$ cat config.mk
export PLATFORM = sky130hd
export DESIGN_NAME = icache_result_flat
export DESIGN_NICKNAME = d
export VERILOG_FILES = /design/src/rtl/icache_addr_pkg.sv /design/src/rtl/icache_ctrl_pkg.sv /design/src/rtl/icache_lookup_if.sv /design/src/rtl/icache_result.sv /design/src/flat_wrapper.sv
export VERILOG_INCLUDE_DIRS = /design/src /design/src/include
export SDC_FILE = /design/constraint.sdc
export NUM_CORES = 1
export LEC_CHECK = 0
export BUFFER_PORTS_ARGS = -buffer_cell sky130_fd_sc_hd__buf_2
export CORE_AREA = 2 2 113 115
export DETAILED_ROUTE_END_ITERATION = 8
export DIE_AREA = 0 0 115 117
export GPL_TIMING_DRIVEN = 0
export HOLD_SLACK_MARGIN = 0.02
export PLACE_DENSITY_LB_ADDON = 0.12
export SLEW_MARGIN = 20
export SYNTH_ARGS = -nofsm -noshare
export SYNTH_HDL_FRONTEND = slang
export SYNTH_SLANG_ARGS = --single-unit
$ cat constraint.sdc
create_clock -name clk -period 1.45 [get_ports clk]
set_input_delay 0.0725 -clock clk [delete_from_list [all_inputs] [get_ports clk]]
set_output_delay 0.0725 -clock clk [all_outputs]
set_load 0.03 [all_outputs]
$ cat src/include/icache_cfg.svh
`ifndef ICACHE_CFG_SVH
`define ICACHE_CFG_SVH

// cache geometry
// number of ways per set
`define ICACHE_WAYS 4

// sets per way, indexed by fetch address bits above the line offset
`define ICACHE_SETS 64

// one line holds four instructions
`define ICACHE_LINE_BITS 128

// fetch address width of the core
`define ICACHE_ADDR_BITS 64

// fixed instruction width
`define ICACHE_INST_BITS 32

`endif

$ cat src/rtl/icache_addr_pkg.sv
`default_nettype none

`include "icache_cfg.svh"

package icache_addr_pkg;

	// byte offset inside a line, address bits 3:0
	localparam int OFFSET_BITS = $clog2(`ICACHE_LINE_BITS / 8);
	// set index just above the offset
	localparam int INDEX_BITS = $clog2(`ICACHE_SETS);
	// whatever is left goes to the tag
	localparam int TAG_BITS = `ICACHE_ADDR_BITS - INDEX_BITS - OFFSET_BITS;

	// instruction slots per line
	localparam int WORDS_PER_LINE = `ICACHE_LINE_BITS / `ICACHE_INST_BITS;
	localparam int WORD_SEL_BITS = $clog2(WORDS_PER_LINE);
	// slot select starts above the byte-in-word bits
	localparam int WORD_LSB = $clog2(`ICACHE_INST_BITS / 8);

	typedef logic [`ICACHE_ADDR_BITS-1:0] addr_t;
	typedef logic [TAG_BITS-1:0] tag_t;
	typedef logic [INDEX_BITS-1:0] index_t;
	typedef logic [WORD_SEL_BITS-1:0] word_sel_t;

	// one bit per way, at most one set
	typedef logic [`ICACHE_WAYS-1:0] way_mask_t;

	typedef logic [`ICACHE_INST_BITS-1:0] inst_t;
	// slot 0 sits in the low 32 bits
	typedef inst_t [WORDS_PER_LINE-1:0] line_t;

endpackage

`default_nettype wire

$ cat src/rtl/icache_ctrl_pkg.sv
`default_nettype none

package icache_ctrl_pkg;

	// what the data stage does with the current fetch
	typedef enum logic [1:0] {
		// no fetch this cycle
		LK_IDLE = 2'd0,
		// tag matched, read that way
		LK_HIT  = 2'd1,
		// miss, write victim way and pass the memory line through
		LK_FILL = 2'd2,
		// fetch killed by flush
		LK_DROP = 2'd3
	} lookup_action_e;

	// true for actions that return an instruction one cycle later
	function automatic logic lk_has_result(lookup_action_e act);
		return (act == LK_HIT) || (act == LK_FILL);
	endfunction

endpackage

`default_nettype wire

$ cat src/rtl/icache_lookup_if.sv
`default_nettype none

// lookup decision from the tag stage to the data and result stages
interface icache_lookup_if
	import icache_addr_pkg::*, icache_ctrl_pkg::*;
();

	// action for this cycle only, no handshake
	lookup_action_e action;
	// matching way on a hit, victim way on a fill
	way_mask_t way;
	// set of the current fetch
	index_t index;
	// instruction slot of the current fetch
	word_sel_t word;

	modport dec (
		output action, way, index, word
	);

	// data arrays need the set and the way
	modport exe (
		input action, way, index
	);

	// result stage only needs the slot
	modport res (
		input action, word
	);

endinterface

`default_nettype wire

$ cat src/rtl/icache_result.sv
`default_nettype none

module icache_result
	import icache_addr_pkg::*, icache_ctrl_pkg::*;
(
	input logic clk,
	input logic rst,
	icache_lookup_if.res lk,
	input line_t rd_line,
	input line_t fill_line,
	output logic inst_valid,
	output inst_t inst,
	output logic hit
);

	// slot of the fetch from last cycle
	word_sel_t word_q;
	// line chosen between array read and bypass
	line_t sel_line;

	// hit or fill returns something, idle and drop do not
	always_ff @(posedge clk) begin
		if (rst) begin
			inst_valid <= 1'b0;
			hit <= 1'b0;
		end else begin
			inst_valid <= lk_has_result(lk.action);
			hit <= (lk.action == LK_HIT);
		end
	end

	// slot for the word extract next cycle
	always_ff @(posedge clk) begin
		word_q <= lk.word;
	end

	// after a miss the memory line is forwarded
	assign sel_line = hit ? rd_line : fill_line;

	// pick the 32-bit slot
	assign inst = sel_line[word_q];

endmodule

`default_nettype wire

$ cat src/flat_wrapper.sv
// flat-port wrapper written by rule: the top's interface ports become plain ports
module icache_result_flat import icache_addr_pkg::*, icache_ctrl_pkg::*;
  (clk, rst, rd_line, fill_line, inst_valid, inst, hit, lk_action, lk_word);
  icache_lookup_if lk_i ();
  input logic clk;
  input logic rst;
  input line_t rd_line;
  input line_t fill_line;
  output logic inst_valid;
  output inst_t inst;
  output logic hit;
  input wire logic [$bits(lk_i.action)-1:0] lk_action;
  input wire logic [$bits(lk_i.word)-1:0] lk_word;
  assign lk_i.action = lk_action;
  assign lk_i.word = lk_word;
  icache_result u_core (.clk(clk), .rst(rst), .lk(lk_i), .rd_line(rd_line), .fill_line(fill_line), .inst_valid(inst_valid), .inst(inst), .hit(hit));
endmodule
==> results of run 1 <==
[registers in the layout (all words and copies together) (netlist names)]
signal,count
u_core.word_q,2
u_core.inst_valid,1
u_core.hit,1
[worst min-delay path, cell delays in order]
cell,delay (ps)
sky130_fd_sc_hd__buf_2,80
sky130_fd_sc_hd__ha_1,120
sky130_fd_sc_hd__nor2_1,40
[worst paths after layout]
| check | startpoint | endpoint | slack (ps) | depth (start not counted) |
|---|---|---|---|---|
| worst min-delay path | lk_action[0] | u_core.inst_valid | 140 | 3 |
| worst max-delay path | u_core.hit | inst[15] | -470 | 5 |
[power by group through the flow]
stage	registers [mW]	clock network, mW	logic [mW]
2_1_floorplan	0.127	0	0.816
5_1_grt	0.120	0.466	1.62
3_5_place_dp	0.120	0	1.36
6_report	0.119	0.457	1.53
3_3_place_gp	0.120	0	1.35
4_1_cts	0.118	0.447	1.53
[cell usage after synthesis]
| cell | instances |
|---|---|
| sky130_fd_sc_hd__buf_1 | 7 |
| sky130_fd_sc_hd__buf_2 | 1 |
| sky130_fd_sc_hd__buf_6 | 7 |
| sky130_fd_sc_hd__clkbuf_1 | 3 |
| sky130_fd_sc_hd__dfxtp_1 | 4 |
| sky130_fd_sc_hd__ha_1 | 1 |
| sky130_fd_sc_hd__inv_1 | 1 |
| sky130_fd_sc_hd__mux2_2 | 32 |
| sky130_fd_sc_hd__mux4_1 | 40 |
| sky130_fd_sc_hd__mux4_2 | 24 |
| sky130_fd_sc_hd__nor2_1 | 1 |
| sky130_fd_sc_hd__nor2b_1 | 1 |
[routing by layer]
layer,track usage (%),share of wire (%),up-vias
li1,-,-,1193
met1,15.95,36,1265
met2,25.96,55,155
met3,2.626,7.9,9
met4,3.133,1.2,0
met5,0,0,-
[through the flow]
stage / power [mW] / cell area [um2]
after floorplan: 0.9429 / 2230
after global placement: 1.466 / 3894
after detailed placement: 1.477 / 3894
after CTS: 2.095 / 4229
after global routing: 2.206 / 4322
final: 2.102 / 4322
[cell type report]
type,count,area share [%]
well taps,150,4.343
inverters,1,0.08686
repair buffers,303,41.57
plain buffers,18,4.835
multi-input cells,99,45.34
diodes,1,0.05790
flip-flops and latches,4,1.940
clock buffers,4,1.824
[repair_timing]
item | in CTS | in global routing
endpoints found under the hold margin | 3 | 0
setup buffers | 0 | 2
hold buffers | 3 | 0
endpoints found under the setup margin | 32 | 32
cloned | 0 | 3
resized for setup | 79 | 0
[logic make-up (layout without fill, tap and decap cells)]
| group | Yosys count | after routing |
|---|---|---|
| adders and majority gates | 1 | 1 |
| buffers and inverters | 19 | 326 |
| muxes | 96 | 96 |
| and+or+nand+nor | 2 | 2 |
| other | 0 | 1 |
| DFF | 4 | 4 |
==> impl_results.html, run 1 <==
<table>
<tr><th>Metric</th><th>Value</th></tr>
<tr><th colspan="2">Die</th></tr>
<tr><td>Core Rows</td><td>slightly above 40</td></tr>
<tr><td>Die area</td><td>between 0.01 and 0.015 mm2</td></tr>
<tr><td>Overall die width</td><td>between 100 and 150 um</td></tr>
<tr><td>Area of the core region</td><td>between 0.01 and 0.015 mm2</td></tr>
<tr><td>IO Count</td><td>just under 300</td></tr>
<tr><td>Initial cell density of the core</td><td>between 10% and 20%</td></tr>
<tr><td>Height of the die</td><td>roughly 120 um</td></tr>
<tr><th colspan="2">STA</th></tr>
<tr><td>Min Clock Period, post-route</td><td>approximately 1900 ps</td></tr>
<tr><td>Number of hold violations in the final report</td><td>0</td></tr>
<tr><td>Transition time at the pin with the least slew margin</td><td>~420 ps</td></tr>
<tr><td>Final setup violation count</td><td>32</td></tr>
<tr><td>Worst hold margin</td><td>~140 ps</td></tr>
<tr><td>Final clock period utilization by the worst path</td><td>132.7%</td></tr>
<tr><td>Count of final max-slew check failures</td><td>0</td></tr>
<tr><td>Final Worst Setup Slack</td><td>-474.4 ps</td></tr>
<tr><td>Maximum clock frequency</td><td>between 500 and 600 MHz</td></tr>
<tr><td>Total Neg Setup Slack</td><td>-14350 ps</td></tr>
<tr><td>Worst relative slew slack</td><td>just over 70%</td></tr>
<tr><td>Setup repair after global routing missed its margin</td><td>true</td></tr>
<tr><th colspan="2">Worst hold path</th></tr>
<tr><td>Worst Hold Class</td><td>in2reg</td></tr>
<tr><th colspan="2">Global routing</th></tr>
<tr><td>Wire length of the first global-routing pass</td><td>between 10000 and 15000 um</td></tr>
<tr><td>GRT Resource Usage Total</td><td>around 14%</td></tr>
<tr><td>Number of antenna violations at the first check in global routing</td><td>1</td></tr>
<tr><td>Largest net degree at the start of global routing</td><td>11</td></tr>
<tr><td>Vias in the first global route</td><td>approximately 2700</td></tr>
<tr><td>Global route total overflow</td><td>0</td></tr>
<tr><th colspan="2">Placement</th></tr>
<tr><td>Global placer's final weighted congestion</td><td>roughly 0.86</td></tr>
<tr><td>Port Buffers</td><td>295</td></tr>
<tr><td>Placed cells</td><td>567</td></tr>
<tr><td>Detailed Place HPWL</td><td>8867 um</td></tr>
<tr><td>Pre-CTS setup slack</td><td>-621.5 ps</td></tr>
<tr><th colspan="2">Clocking</th></tr>
<tr><td>CTS root buf</td><td>sky130_fd_sc_hd__clkbuf_16</td></tr>
<tr><td>Number of buffers created by CTS</td><td>3</td></tr>
<tr><td>CTS tree</td><td>yes</td></tr>
<tr><td>Post-CTS clock slew at the launch and capture registers of the worst setup and hold paths</td><td>approximately 30 ps</td></tr>
<tr><td>Maximum buffer depth of the clock tree</td><td>2</td></tr>
<tr><td>Clock net sink count</td><td>4</td></tr>
<tr><td>Maximum level of the CTS H-tree</td><td>1</td></tr>
<tr><th colspan="2">Logic synthesis</th></tr>
<tr><td>Yosys warns</td><td>0</td></tr>
<tr><td>Area share of and/or/nand/nor cells after synthesis</td><td>0.4592%</td></tr>
<tr><td>Parity-gate share of the synthesized area counting xor and xnor cells</td><td>0%</td></tr>
<tr><td>Synthesized area per cell</td><td>around 18 um2</td></tr>
<tr><td>Part of the Yosys area used for sequential elements</td><td>3.674%</td></tr>
<tr><td>Post-synth top area cell</td><td>sky130_fd_sc_hd__mux4_1</td></tr>
<tr><td>Post-synthesis adder-cell area fraction</td><td>less than 1%</td></tr>
<tr><td>Most area-consuming cells after synthesis</td><td>sky130_fd_sc_hd__mux4_1 48%, sky130_fd_sc_hd__mux4_2 25%, sky130_fd_sc_hd__mux2_2 17%, sky130_fd_sc_hd__dfxtp_1 3.7%, sky130_fd_sc_hd__buf_6 3.6%</td></tr>
<tr><td>Unique cell type count in the Yosys netlist</td><td>12</td></tr>
<tr><td>Proportion of netlist area held by the largest area contributor</td><td>between 40% and 50%</td></tr>
<tr><td>Net count after synthesis</td><td>just under 400</td></tr>
<tr><td>Compound-Gate Fraction of Synth Area</td><td>0%</td></tr>
<tr><td>Dominant combinational cell family by area after synthesis</td><td>multiplexers</td></tr>
<tr><td>Mapped Cells</td><td>about 120</td></tr>
<tr><td>Synth Register Bits</td><td>4</td></tr>
<tr><td>Mux contribution to synthesized area</td><td>between 80% and 90%</td></tr>
<tr><td>Post-Syn Area</td><td>0.002180 mm2</td></tr>
<tr><th colspan="2">Detailed routing</th></tr>
<tr><td>Total detailed-routing wirelength</td><td>between 10000 and 15000 um</td></tr>
<tr><td>Remaining antenna violation count</td><td>0</td></tr>
<tr><td>Detail-routed via count per cell</td><td>4.521</td></tr>
<tr><td>Starting DRC count in detailed routing</td><td>58</td></tr>
<tr><td>DR DRC count</td><td>0</td></tr>
<tr><td>Routed length per placed instance</td><td>~18 um</td></tr>
<tr><td>Number of detailed-route iterations in the first pass</td><td>4</td></tr>
<tr><td>Total via count after detailed routing</td><td>between 2000 and 3000</td></tr>
<tr><th colspan="2">Power</th></tr>
<tr><td>Static leakage</td><td>approximately 2.1 nW</td></tr>
<tr><td>Proportion of power drawn by combinational gates</td><td>between 70% and 80%</td></tr>
<tr><td>Power density relative to cell area</td><td>about 490 mW/mm2</td></tr>
<tr><td>Clock network power share</td><td>between 20% and 30%</td></tr>
<tr><td>Fraction of power spent switching nets</td><td>33.76%</td></tr>
<tr><td>Part of the power in registers</td><td>5.7%</td></tr>
<tr><td>Internal</td><td>between 1 and 1.5 mW</td></tr>
<tr><td>Maximum resistive drop on vdd</td><td>about 0.26 mV</td></tr>
<tr><td>Sw Pwr</td><td>roughly 0.71 mW</td></tr>
<tr><th colspan="2">Final layout</th></tr>
<tr><td>Post-synthesis to final-layout area growth</td><td>98.28%</td></tr>
<tr><td>Total area of multi-input combinational cells</td><td>0.001959 mm2</td></tr>
<tr><td>Final instance count without filler cells</td><td>580</td></tr>
<tr><td>Fraction of final layout cells sized beyond drive strength 1</td><td>a little over nine tenths</td></tr>
<tr><td>Total Nets Final</td><td>693</td></tr>
<tr><td>Filler Cell Count</td><td>roughly 1300</td></tr>
<tr><td>FF/Latch Area</td><td>~84 um2</td></tr>
<tr><td>Fraction of the core area covered by cells at the end of the flow</td><td>roughly a third</td></tr>
<tr><td>Most common library cell in the layout ignoring fill and taps</td><td>sky130_fd_sc_hd__buf_2</td></tr>
<tr><td>Commonest cells after routing, fill and taps aside</td><td>265 x sky130_fd_sc_hd__buf_2, 60 x sky130_fd_sc_hd__mux4_2, 32 x sky130_fd_sc_hd__mux2_4, 32 x sky130_fd_sc_hd__buf_6</td></tr>
<tr><th colspan="2">Critical path</th></tr>
<tr><td>Number of buffer and inverter instances along the worst setup path</td><td>3</td></tr>
<tr><td>Standard cell with the maximum stage delay on the critical path</td><td>sky130_fd_sc_hd__mux4_2</td></tr>
<tr><td>Type of destination of the critical path</td><td>output port</td></tr>
<tr><td>Kind of cell adding the most delay to the critical path</td><td>multiplexers</td></tr>
<tr><td>Crit start category</td><td>flop</td></tr>
<tr><td>Most numerous cell on the critical path</td><td>sky130_fd_sc_hd__buf_12</td></tr>
<tr><td>Chain of cells forming the critical path</td><td>buf_12 &gt; buf_12 &gt; mux4_2 &gt; mux2_4 &gt; buf_6</td></tr>
<tr><td>Class of the most critical setup path</td><td>reg2out</td></tr>
<tr><td>Data required time at the worst endpoint</td><td>around 1400 ps</td></tr>
<tr><td>Longest individual stage delay on the worst path</td><td>around 520 ps</td></tr>
<tr><td>Maximum fanout along the worst path</td><td>10</td></tr>
<tr><td>Arrival time reported for the critical path endpoint</td><td>between 1500 and 2000 ps</td></tr>
<tr><th colspan="2">Flow run</th></tr>
<tr><td>Maxcap violations</td><td>0</td></tr>
<tr><th colspan="2">Run status</th></tr>
<tr><td>Outcome</td><td>finished, violations left</td></tr>
<tr><td>Violated checks</td><td>setup timing</td></tr>
</table>
Note: power is estimated with default switching activity, not from simulation.
==> run 2, diff against run 1 <==
Settings changed: CORE_AREA 2 2 113 115 to 3 3 114 116, DIE_AREA 0 0 115 117 to 0 0 117 119, MAX_ROUTING_LAYER set to met4.
==> impl_results.html, run 2 (synthesis results as in run 1) <==
<table>
<tr><th>Metric</th><th>Value</th></tr>
<tr><th colspan="2">Run status</th></tr>
<tr><td>Outcome</td><td>finished, violations left</td></tr>
<tr><td>Violated checks</td><td>setup timing</td></tr>
<tr><th colspan="2">Clocking</th></tr>
<tr><td>Number of buffers created by CTS</td><td>3</td></tr>
<tr><td>CTS root buf</td><td>sky130_fd_sc_hd__clkbuf_16</td></tr>
<tr><td>Post-CTS clock slew at the launch and capture registers of the worst setup and hold paths</td><td>~30 ps</td></tr>
<tr><td>Maximum buffer depth of the clock tree</td><td>2</td></tr>
<tr><td>Clock net sink count</td><td>4</td></tr>
<tr><td>CTS tree</td><td>yes</td></tr>
<tr><td>Maximum level of the CTS H-tree</td><td>1</td></tr>
<tr><th colspan="2">Final layout</th></tr>
<tr><td>Total area of multi-input combinational cells</td><td>0.001956 mm2</td></tr>
<tr><td>Number of flip-flops in the largest register</td><td>2</td></tr>
<tr><td>Most common library cell in the layout ignoring fill and taps</td><td>sky130_fd_sc_hd__buf_2</td></tr>
<tr><td>Total Nets Final</td><td>691</td></tr>
<tr><td>Biggest regs</td><td>u_core.word_q x2, u_core.hit x1, u_core.inst_valid x1</td></tr>
<tr><td>Final design instance area without fill</td><td>around 0.0043 mm2</td></tr>
<tr><td>Commonest cells after routing, fill and taps aside</td><td>265 x sky130_fd_sc_hd__buf_2, 61 x sky130_fd_sc_hd__mux4_2, 32 x sky130_fd_sc_hd__mux2_4, 32 x sky130_fd_sc_hd__buf_6</td></tr>
<tr><td>Filler Cell Count</td><td>approximately 1200</td></tr>
<tr><td>Biggest register</td><td>u_core.word_q</td></tr>
<tr><td>FF/Latch Area</td><td>roughly 84 um2</td></tr>
<tr><td>Post-synthesis to final-layout area growth</td><td>95.64%</td></tr>
<tr><td>Fraction of final layout cells sized beyond drive strength 1</td><td>around 96%</td></tr>
<tr><th colspan="2">Worst hold path</th></tr>
<tr><td>Worst Hold Class</td><td>in2reg</td></tr>
<tr><th colspan="2">Global routing</th></tr>
<tr><td>Global route total overflow</td><td>0</td></tr>
<tr><td>Wire length of the first global-routing pass</td><td>about 16000 um</td></tr>
<tr><td>Vias in the first global route</td><td>a little under 3000</td></tr>
<tr><td>Largest net degree at the start of global routing</td><td>11</td></tr>
<tr><td>GRT Resource Usage Total</td><td>15.56%</td></tr>
<tr><td>Number of antenna violations at the first check in global routing</td><td>1</td></tr>
<tr><th colspan="2">STA</th></tr>
<tr><td>Worst relative slew slack</td><td>approximately 73%</td></tr>
<tr><td>Transition time at the pin with the least slew margin</td><td>405.9 ps</td></tr>
<tr><td>Maximum clock frequency</td><td>slightly above 500 MHz</td></tr>
<tr><td>Worst hold margin</td><td>between 100 and 150 ps</td></tr>
<tr><td>Min Clock Period, post-route</td><td>around 1900 ps</td></tr>
<tr><td>Final Worst Setup Slack</td><td>-491.7 ps</td></tr>
<tr><td>Final clock period utilization by the worst path</td><td>133.9%</td></tr>
<tr><td>Setup repair after global routing missed its margin</td><td>true</td></tr>
<tr><td>Number of hold violations in the final report</td><td>0</td></tr>
<tr><td>Count of final max-slew check failures</td><td>0</td></tr>
<tr><td>Final setup violation count</td><td>32</td></tr>
<tr><th colspan="2">Critical path</th></tr>
<tr><td>Crit start category</td><td>flop</td></tr>
<tr><td>Type of destination of the critical path</td><td>output port</td></tr>
<tr><td>Number of buffer and inverter instances along the worst setup path</td><td>3</td></tr>
<tr><td>Maximum fanout along the worst path</td><td>11</td></tr>
<tr><td>Standard cell with the maximum stage delay on the critical path</td><td>sky130_fd_sc_hd__mux4_2</td></tr>
<tr><td>Data required time at the worst endpoint</td><td>~1400 ps</td></tr>
<tr><td>Longest individual stage delay on the worst path</td><td>approximately 530 ps</td></tr>
<tr><td>Kind of cell adding the most delay to the critical path</td><td>multiplexers</td></tr>
<tr><td>Arrival time reported for the critical path endpoint</td><td>1870 ps</td></tr>
<tr><td>Most numerous cell on the critical path</td><td>sky130_fd_sc_hd__buf_12</td></tr>
<tr><td>Chain of cells forming the critical path</td><td>buf_12 &gt; buf_12 &gt; mux4_2 &gt; mux2_4 &gt; buf_6</td></tr>
<tr><td>Class of the most critical setup path</td><td>reg2out</td></tr>
<tr><th colspan="2">Detailed routing</th></tr>
<tr><td>Total via count after detailed routing</td><td>2663</td></tr>
<tr><td>Detail-routed via count per cell</td><td>4.631</td></tr>
<tr><td>Number of detailed-route iterations in the first pass</td><td>4</td></tr>
<tr><td>Remaining antenna violation count</td><td>0</td></tr>
<tr><td>Total detailed-routing wirelength</td><td>roughly 12000 um</td></tr>
<tr><td>DR DRC count</td><td>0</td></tr>
<tr><td>Starting DRC count in detailed routing</td><td>a little under 80</td></tr>
<tr><td>Routed length per placed instance</td><td>between 20 and 25 um</td></tr>
<tr><th colspan="2">Power</th></tr>
<tr><td>Power density relative to cell area</td><td>roughly 500 mW/mm2</td></tr>
<tr><td>Maximum resistive drop on vdd</td><td>0.7625 mV</td></tr>
<tr><td>Static leakage</td><td>roughly 2.1 nW</td></tr>
<tr><td>Total power draw</td><td>between 2 and 2.5 mW</td></tr>
<tr><th colspan="2">Die</th></tr>
<tr><td>Overall die width</td><td>117 um</td></tr>
<tr><td>Die area</td><td>between 0.01 and 0.015 mm2</td></tr>
<tr><td>Initial cell density of the core</td><td>18.15%</td></tr>
<tr><td>Height of the die</td><td>roughly 120 um</td></tr>
<tr><td>IO Count</td><td>between 200 and 300</td></tr>
<tr><td>Core Rows</td><td>40</td></tr>
<tr><td>Area of the core region</td><td>approximately 0.012 mm2</td></tr>
<tr><th colspan="2">Placement</th></tr>
<tr><td>Global placer's final weighted congestion</td><td>about 0.83</td></tr>
<tr><td>Port Buffers</td><td>between 200 and 300</td></tr>
<tr><td>Cell area after placement</td><td>0.003890 mm2</td></tr>
<tr><td>Pre-CTS setup slack</td><td>-619.4 ps</td></tr>
<tr><td>Detailed Place HPWL</td><td>10390 um</td></tr>
<tr><th colspan="2">Flow run</th></tr>
<tr><td>Maxcap violations</td><td>0</td></tr>
</table>
[run 2: cell types whose count changed in the layout (fill, tap and decap cells not counted)]
cell and delta:
sky130_fd_sc_hd__clkbuf_16 -2, sky130_fd_sc_hd__mux4_1 -1, sky130_fd_sc_hd__mux4_2 +1
[run 2: final cells by class]
cell class / instances / area share (%)
antenna: 1 / 0.05869
buffer: 18 / 4.900
clock buffer: 4 / 1.849
inverter: 1 / 0.08803
multi-input combinational: 99 / 45.86
sequential: 4 / 1.966
tap: 147 / 4.313
timing repair buffer: 301 / 40.96
[run 2: timing repair]
item	4_1_cts	5_1_grt
buffers inserted	0	2
resized for setup	79	1
setup endpoints to repair	32	32
hold buffers	3	0
pin swaps	0	0
cloned	0	1
hold endpoints to repair	4	0
[run 2: stage by stage]
step | TNS [ps] | std cells | util, %
final | -14700 | 575 | 35.50
after floorplan | -4347 | 122 | -
after global routing | -16540 | 575 | 35.50
after CTS | -15190 | 571 | 35.18
after global placement | -17030 | 564 | 32.39
after detailed placement | -18320 | 564 | 32.39
[run 2: metal layers]
metal	vias to the layer above	wire length, um	GRT usage [%]
met3	8	1125	3.201
met4	0	102	2.007
li1	1190	-	-
met5	-	0	-
met2	185	6371	30.51
met1	1280	3905	15.94
[run 2: worst min-delay path: stages]
cell	delay, ps
sky130_fd_sc_hd__buf_2	80
sky130_fd_sc_hd__ha_1	120
sky130_fd_sc_hd__nor2_1	40
[run 2: power breakdown]
part / leakage [nW] / total [mW] / internal [mW] / switching (mW)
combinational: 2.03 / 1.53 / 0.903 / 0.625
clock: 0.0382 / 0.447 / 0.364 / 0.0834
sequential: 0.0341 / 0.118 / 0.116 / 0.00208
total: 2.10 / 2.09 / 1.38 / 0.710
[run 2: worst paths after layout]
check	startpoint	end	cells past startpoint
worst max-delay path	u_core.hit	inst[24]	5
worst min-delay path	lk_action[0]	u_core.inst_valid	3
==> run 3, diff against run 2 <==
Clock period 1.45 ns to 1.6 ns, I/O delays scaled along.
==> impl_results.html, run 3 (synthesis results as in run 1) <==
<table>
<tr><th>Metric</th><th>Value</th></tr>
<tr><th colspan="2">Power</th></tr>
<tr><td>Static leakage</td><td>between 2 and 2.5 nW</td></tr>
<tr><td>Power density relative to cell area</td><td>roughly 430 mW/mm2</td></tr>
<tr><td>Total power draw</td><td>roughly 1.9 mW</td></tr>
<tr><td>Maximum resistive drop on vdd</td><td>0.3849 mV</td></tr>
<tr><th colspan="2">Critical path</th></tr>
<tr><td>Kind of cell adding the most delay to the critical path</td><td>multiplexers</td></tr>
<tr><td>Class of the most critical setup path</td><td>reg2out</td></tr>
<tr><td>Maximum fanout along the worst path</td><td>5</td></tr>
<tr><td>Crit start category</td><td>flop</td></tr>
<tr><td>Arrival time reported for the critical path endpoint</td><td>~1900 ps</td></tr>
<tr><td>Data required time at the worst endpoint</td><td>1520 ps</td></tr>
<tr><td>Longest individual stage delay on the worst path</td><td>530 ps</td></tr>
<tr><td>Startpoint of the most critical setup path</td><td>u_core.hit</td></tr>
<tr><td>Number of logic stages on the critical path including buffering</td><td>5</td></tr>
<tr><td>End point of the critical path</td><td>inst[1]</td></tr>
<tr><td>Number of buffer and inverter instances along the worst setup path</td><td>3</td></tr>
<tr><td>Standard cell with the maximum stage delay on the critical path</td><td>sky130_fd_sc_hd__mux4_1</td></tr>
<tr><td>Type of destination of the critical path</td><td>output port</td></tr>
<tr><td>Chain of cells forming the critical path</td><td>clkbuf_16 &gt; buf_4 &gt; mux4_1 &gt; mux2_4 &gt; buf_6</td></tr>
<tr><th colspan="2">Detailed routing</th></tr>
<tr><td>Routed length per placed instance</td><td>20.39 um</td></tr>
<tr><td>Detail-routed via count per cell</td><td>approximately 4.7</td></tr>
<tr><td>Number of detailed-route iterations in the first pass</td><td>4</td></tr>
<tr><td>Starting DRC count in detailed routing</td><td>63</td></tr>
<tr><td>Total detailed-routing wirelength</td><td>roughly 12000 um</td></tr>
<tr><td>Remaining antenna violation count</td><td>0</td></tr>
<tr><td>Total via count after detailed routing</td><td>2711</td></tr>
<tr><td>DR DRC count</td><td>0</td></tr>
<tr><th colspan="2">Die</th></tr>
<tr><td>IO Count</td><td>just under 300</td></tr>
<tr><td>Die area</td><td>roughly 0.014 mm2</td></tr>
<tr><td>Overall die width</td><td>approximately 120 um</td></tr>
<tr><td>Area of the core region</td><td>approximately 0.012 mm2</td></tr>
<tr><td>Initial cell density of the core</td><td>between 10% and 20%</td></tr>
<tr><td>Core Rows</td><td>40</td></tr>
<tr><td>Height of the die</td><td>119 um</td></tr>
<tr><th colspan="2">Clocking</th></tr>
<tr><td>Maximum level of the CTS H-tree</td><td>1</td></tr>
<tr><td>CTS tree</td><td>yes</td></tr>
<tr><td>Post-CTS clock slew at the launch and capture registers of the worst setup and hold paths</td><td>30 ps</td></tr>
<tr><td>Clock net sink count</td><td>4</td></tr>
<tr><td>Maximum buffer depth of the clock tree</td><td>2</td></tr>
<tr><td>CTS root buf</td><td>sky130_fd_sc_hd__clkbuf_16</td></tr>
<tr><td>Number of buffers created by CTS</td><td>3</td></tr>
<tr><th colspan="2">Final layout</th></tr>
<tr><td>Post-synthesis to final-layout area growth</td><td>103.6%</td></tr>
<tr><td>Commonest cells after routing, fill and taps aside</td><td>265 x sky130_fd_sc_hd__buf_2, 62 x sky130_fd_sc_hd__mux4_2, 33 x sky130_fd_sc_hd__buf_6, 32 x sky130_fd_sc_hd__mux2_4, 11 x sky130_fd_sc_hd__clkbuf_16</td></tr>
<tr><td>Number of flip-flops in the largest register</td><td>2</td></tr>
<tr><td>Biggest regs</td><td>u_core.word_q x2, u_core.hit x1, u_core.inst_valid x1</td></tr>
<tr><td>Final instance count without filler cells</td><td>between 500 and 600</td></tr>
<tr><td>Number of diodes added for antenna fixing</td><td>0</td></tr>
<tr><td>Most common library cell in the layout ignoring fill and taps</td><td>sky130_fd_sc_hd__buf_2</td></tr>
<tr><td>Fraction of final layout cells sized beyond drive strength 1</td><td>roughly 97%</td></tr>
<tr><td>Fraction of the core area covered by cells at the end of the flow</td><td>a little under two fifths</td></tr>
<tr><td>Total Nets Final</td><td>between 600 and 700</td></tr>
<tr><td>Biggest register</td><td>u_core.word_q</td></tr>
<tr><th colspan="2">Flow run</th></tr>
<tr><td>Maxcap violations</td><td>0</td></tr>
<tr><th colspan="2">Global routing</th></tr>
<tr><td>Largest net degree at the start of global routing</td><td>11</td></tr>
<tr><td>GRT Resource Usage Total</td><td>15.31%</td></tr>
<tr><td>Number of antenna violations at the first check in global routing</td><td>0</td></tr>
<tr><td>Wire length of the first global-routing pass</td><td>~16000 um</td></tr>
<tr><td>Global route total overflow</td><td>0</td></tr>
<tr><td>Vias in the first global route</td><td>roughly 3000</td></tr>
<tr><th colspan="2">Placement</th></tr>
<tr><td>Placed cells</td><td>~560</td></tr>
<tr><td>Detailed Place HPWL</td><td>approximately 10000 um</td></tr>
<tr><td>Port Buffers</td><td>295</td></tr>
<tr><td>Global placer's final weighted congestion</td><td>0.8193</td></tr>
<tr><th colspan="2">STA</th></tr>
<tr><td>Final clock period utilization by the worst path</td><td>121.8%</td></tr>
<tr><td>Worst hold margin</td><td>approximately 150 ps</td></tr>
<tr><td>Number of hold violations in the final report</td><td>0</td></tr>
<tr><td>Worst relative slew slack</td><td>73.18%</td></tr>
<tr><td>Setup repair after global routing missed its margin</td><td>true</td></tr>
<tr><td>Final setup violation count</td><td>32</td></tr>
<tr><td>Min Clock Period, post-route</td><td>around 1900 ps</td></tr>
<tr><td>Transition time at the pin with the least slew margin</td><td>slightly above 400 ps</td></tr>
<tr><td>Maximum clock frequency</td><td>about 510 MHz</td></tr>
<tr><td>Final Worst Setup Slack</td><td>-349.0 ps</td></tr>
<tr><td>Count of final max-slew check failures</td><td>0</td></tr>
<tr><th colspan="2">Worst hold path</th></tr>
<tr><td>Worst Hold Class</td><td>in2reg</td></tr>
<tr><th colspan="2">Run status</th></tr>
<tr><td>Violated checks</td><td>setup timing</td></tr>
<tr><td>Outcome</td><td>finished, violations left</td></tr>
</table>
-- run 3: cell count changes in the layout (fill, tap and decap cells not counted), sizes merged --
cell and delta:
clkbuf +7, diode -1
-- run 3: stage by stage --
step                      TNS [ps]  setup slack, ps  instance area, um2
after floorplan             -728.7           -37.07                2312
after global placement      -12910           -458.2                3973
after detailed placement    -12170           -432.1                3973
after CTS                   -10410           -395.6                4249
after global routing        -12260           -403.1                4437
final                       -10420           -349.0                4437
-- run 3: worst min-delay path: cells and delay by family --
kind / cells / cell delay, ps
adders and majority gates: 1 / 120
buffers and inverters: 1 / 80
and+or+nand+nor: 1 / 40
-- run 3: metal layers --
metal | vias up | share of wire, % | global-route usage [%] | wire (um)
met4 | 0 | 0.61 | 2.007 | 72
met5 | - | 0 | - | 0
met3 | 6 | 8.6 | 2.185 | 1022
met2 | 184 | 54 | 29.55 | 6412
met1 | 1319 | 37 | 16.67 | 4337
li1 | 1202 | - | - | -
-- run 3: worst min path at each step --
stage | cells after the start | startpoint | endpoint | slack (ps)
global route | 3 | lk_action[0] | u_core.inst_valid | 170
detailed placement | 1 | lk_word[1] | u_core.word_q[1] | 190
CTS | 3 | lk_action[0] | u_core.inst_valid | 150
finish | 3 | lk_action[0] | u_core.inst_valid | 150
floorplan | 0 | lk_word[0] | u_core.word_q[0] | 110
global placement | 1 | lk_word[1] | u_core.word_q[1] | 180
-- run 3: repair_timing --
| item | 4_1_cts | 5_1_grt |
|---|---|---|
| setup endpoints to repair | 32 | 32 |
| gates cloned | 0 | 8 |
| resized for setup | 95 | 24 |
| hold buffers | 3 | 0 |
| endpoints found under the hold margin | 3 | 0 |
| pin swaps | 0 | 0 |
| setup buffers | 2 | 0 |
-- run 3: where the power goes --
part / leakage (nW) / total (mW) / switching (mW) / internal [mW]
Combinational: 2.10 / 1.42 / 0.570 / 0.848
Clock: 0.0382 / 0.401 / 0.0715 / 0.329
Sequential: 0.0341 / 0.109 / 0.00358 / 0.105
Total: 2.18 / 1.93 / 0.645 / 1.28
-- run 3: area by class of cell --
cell class	count	area, um2
buffer	18	209.0
clock buffer	4	78.83
fill	1223	7575
inverter	1	3.754
multi-input combinational	99	1952
sequential	4	83.83
tap	147	183.9
timing repair buffer	308	1926
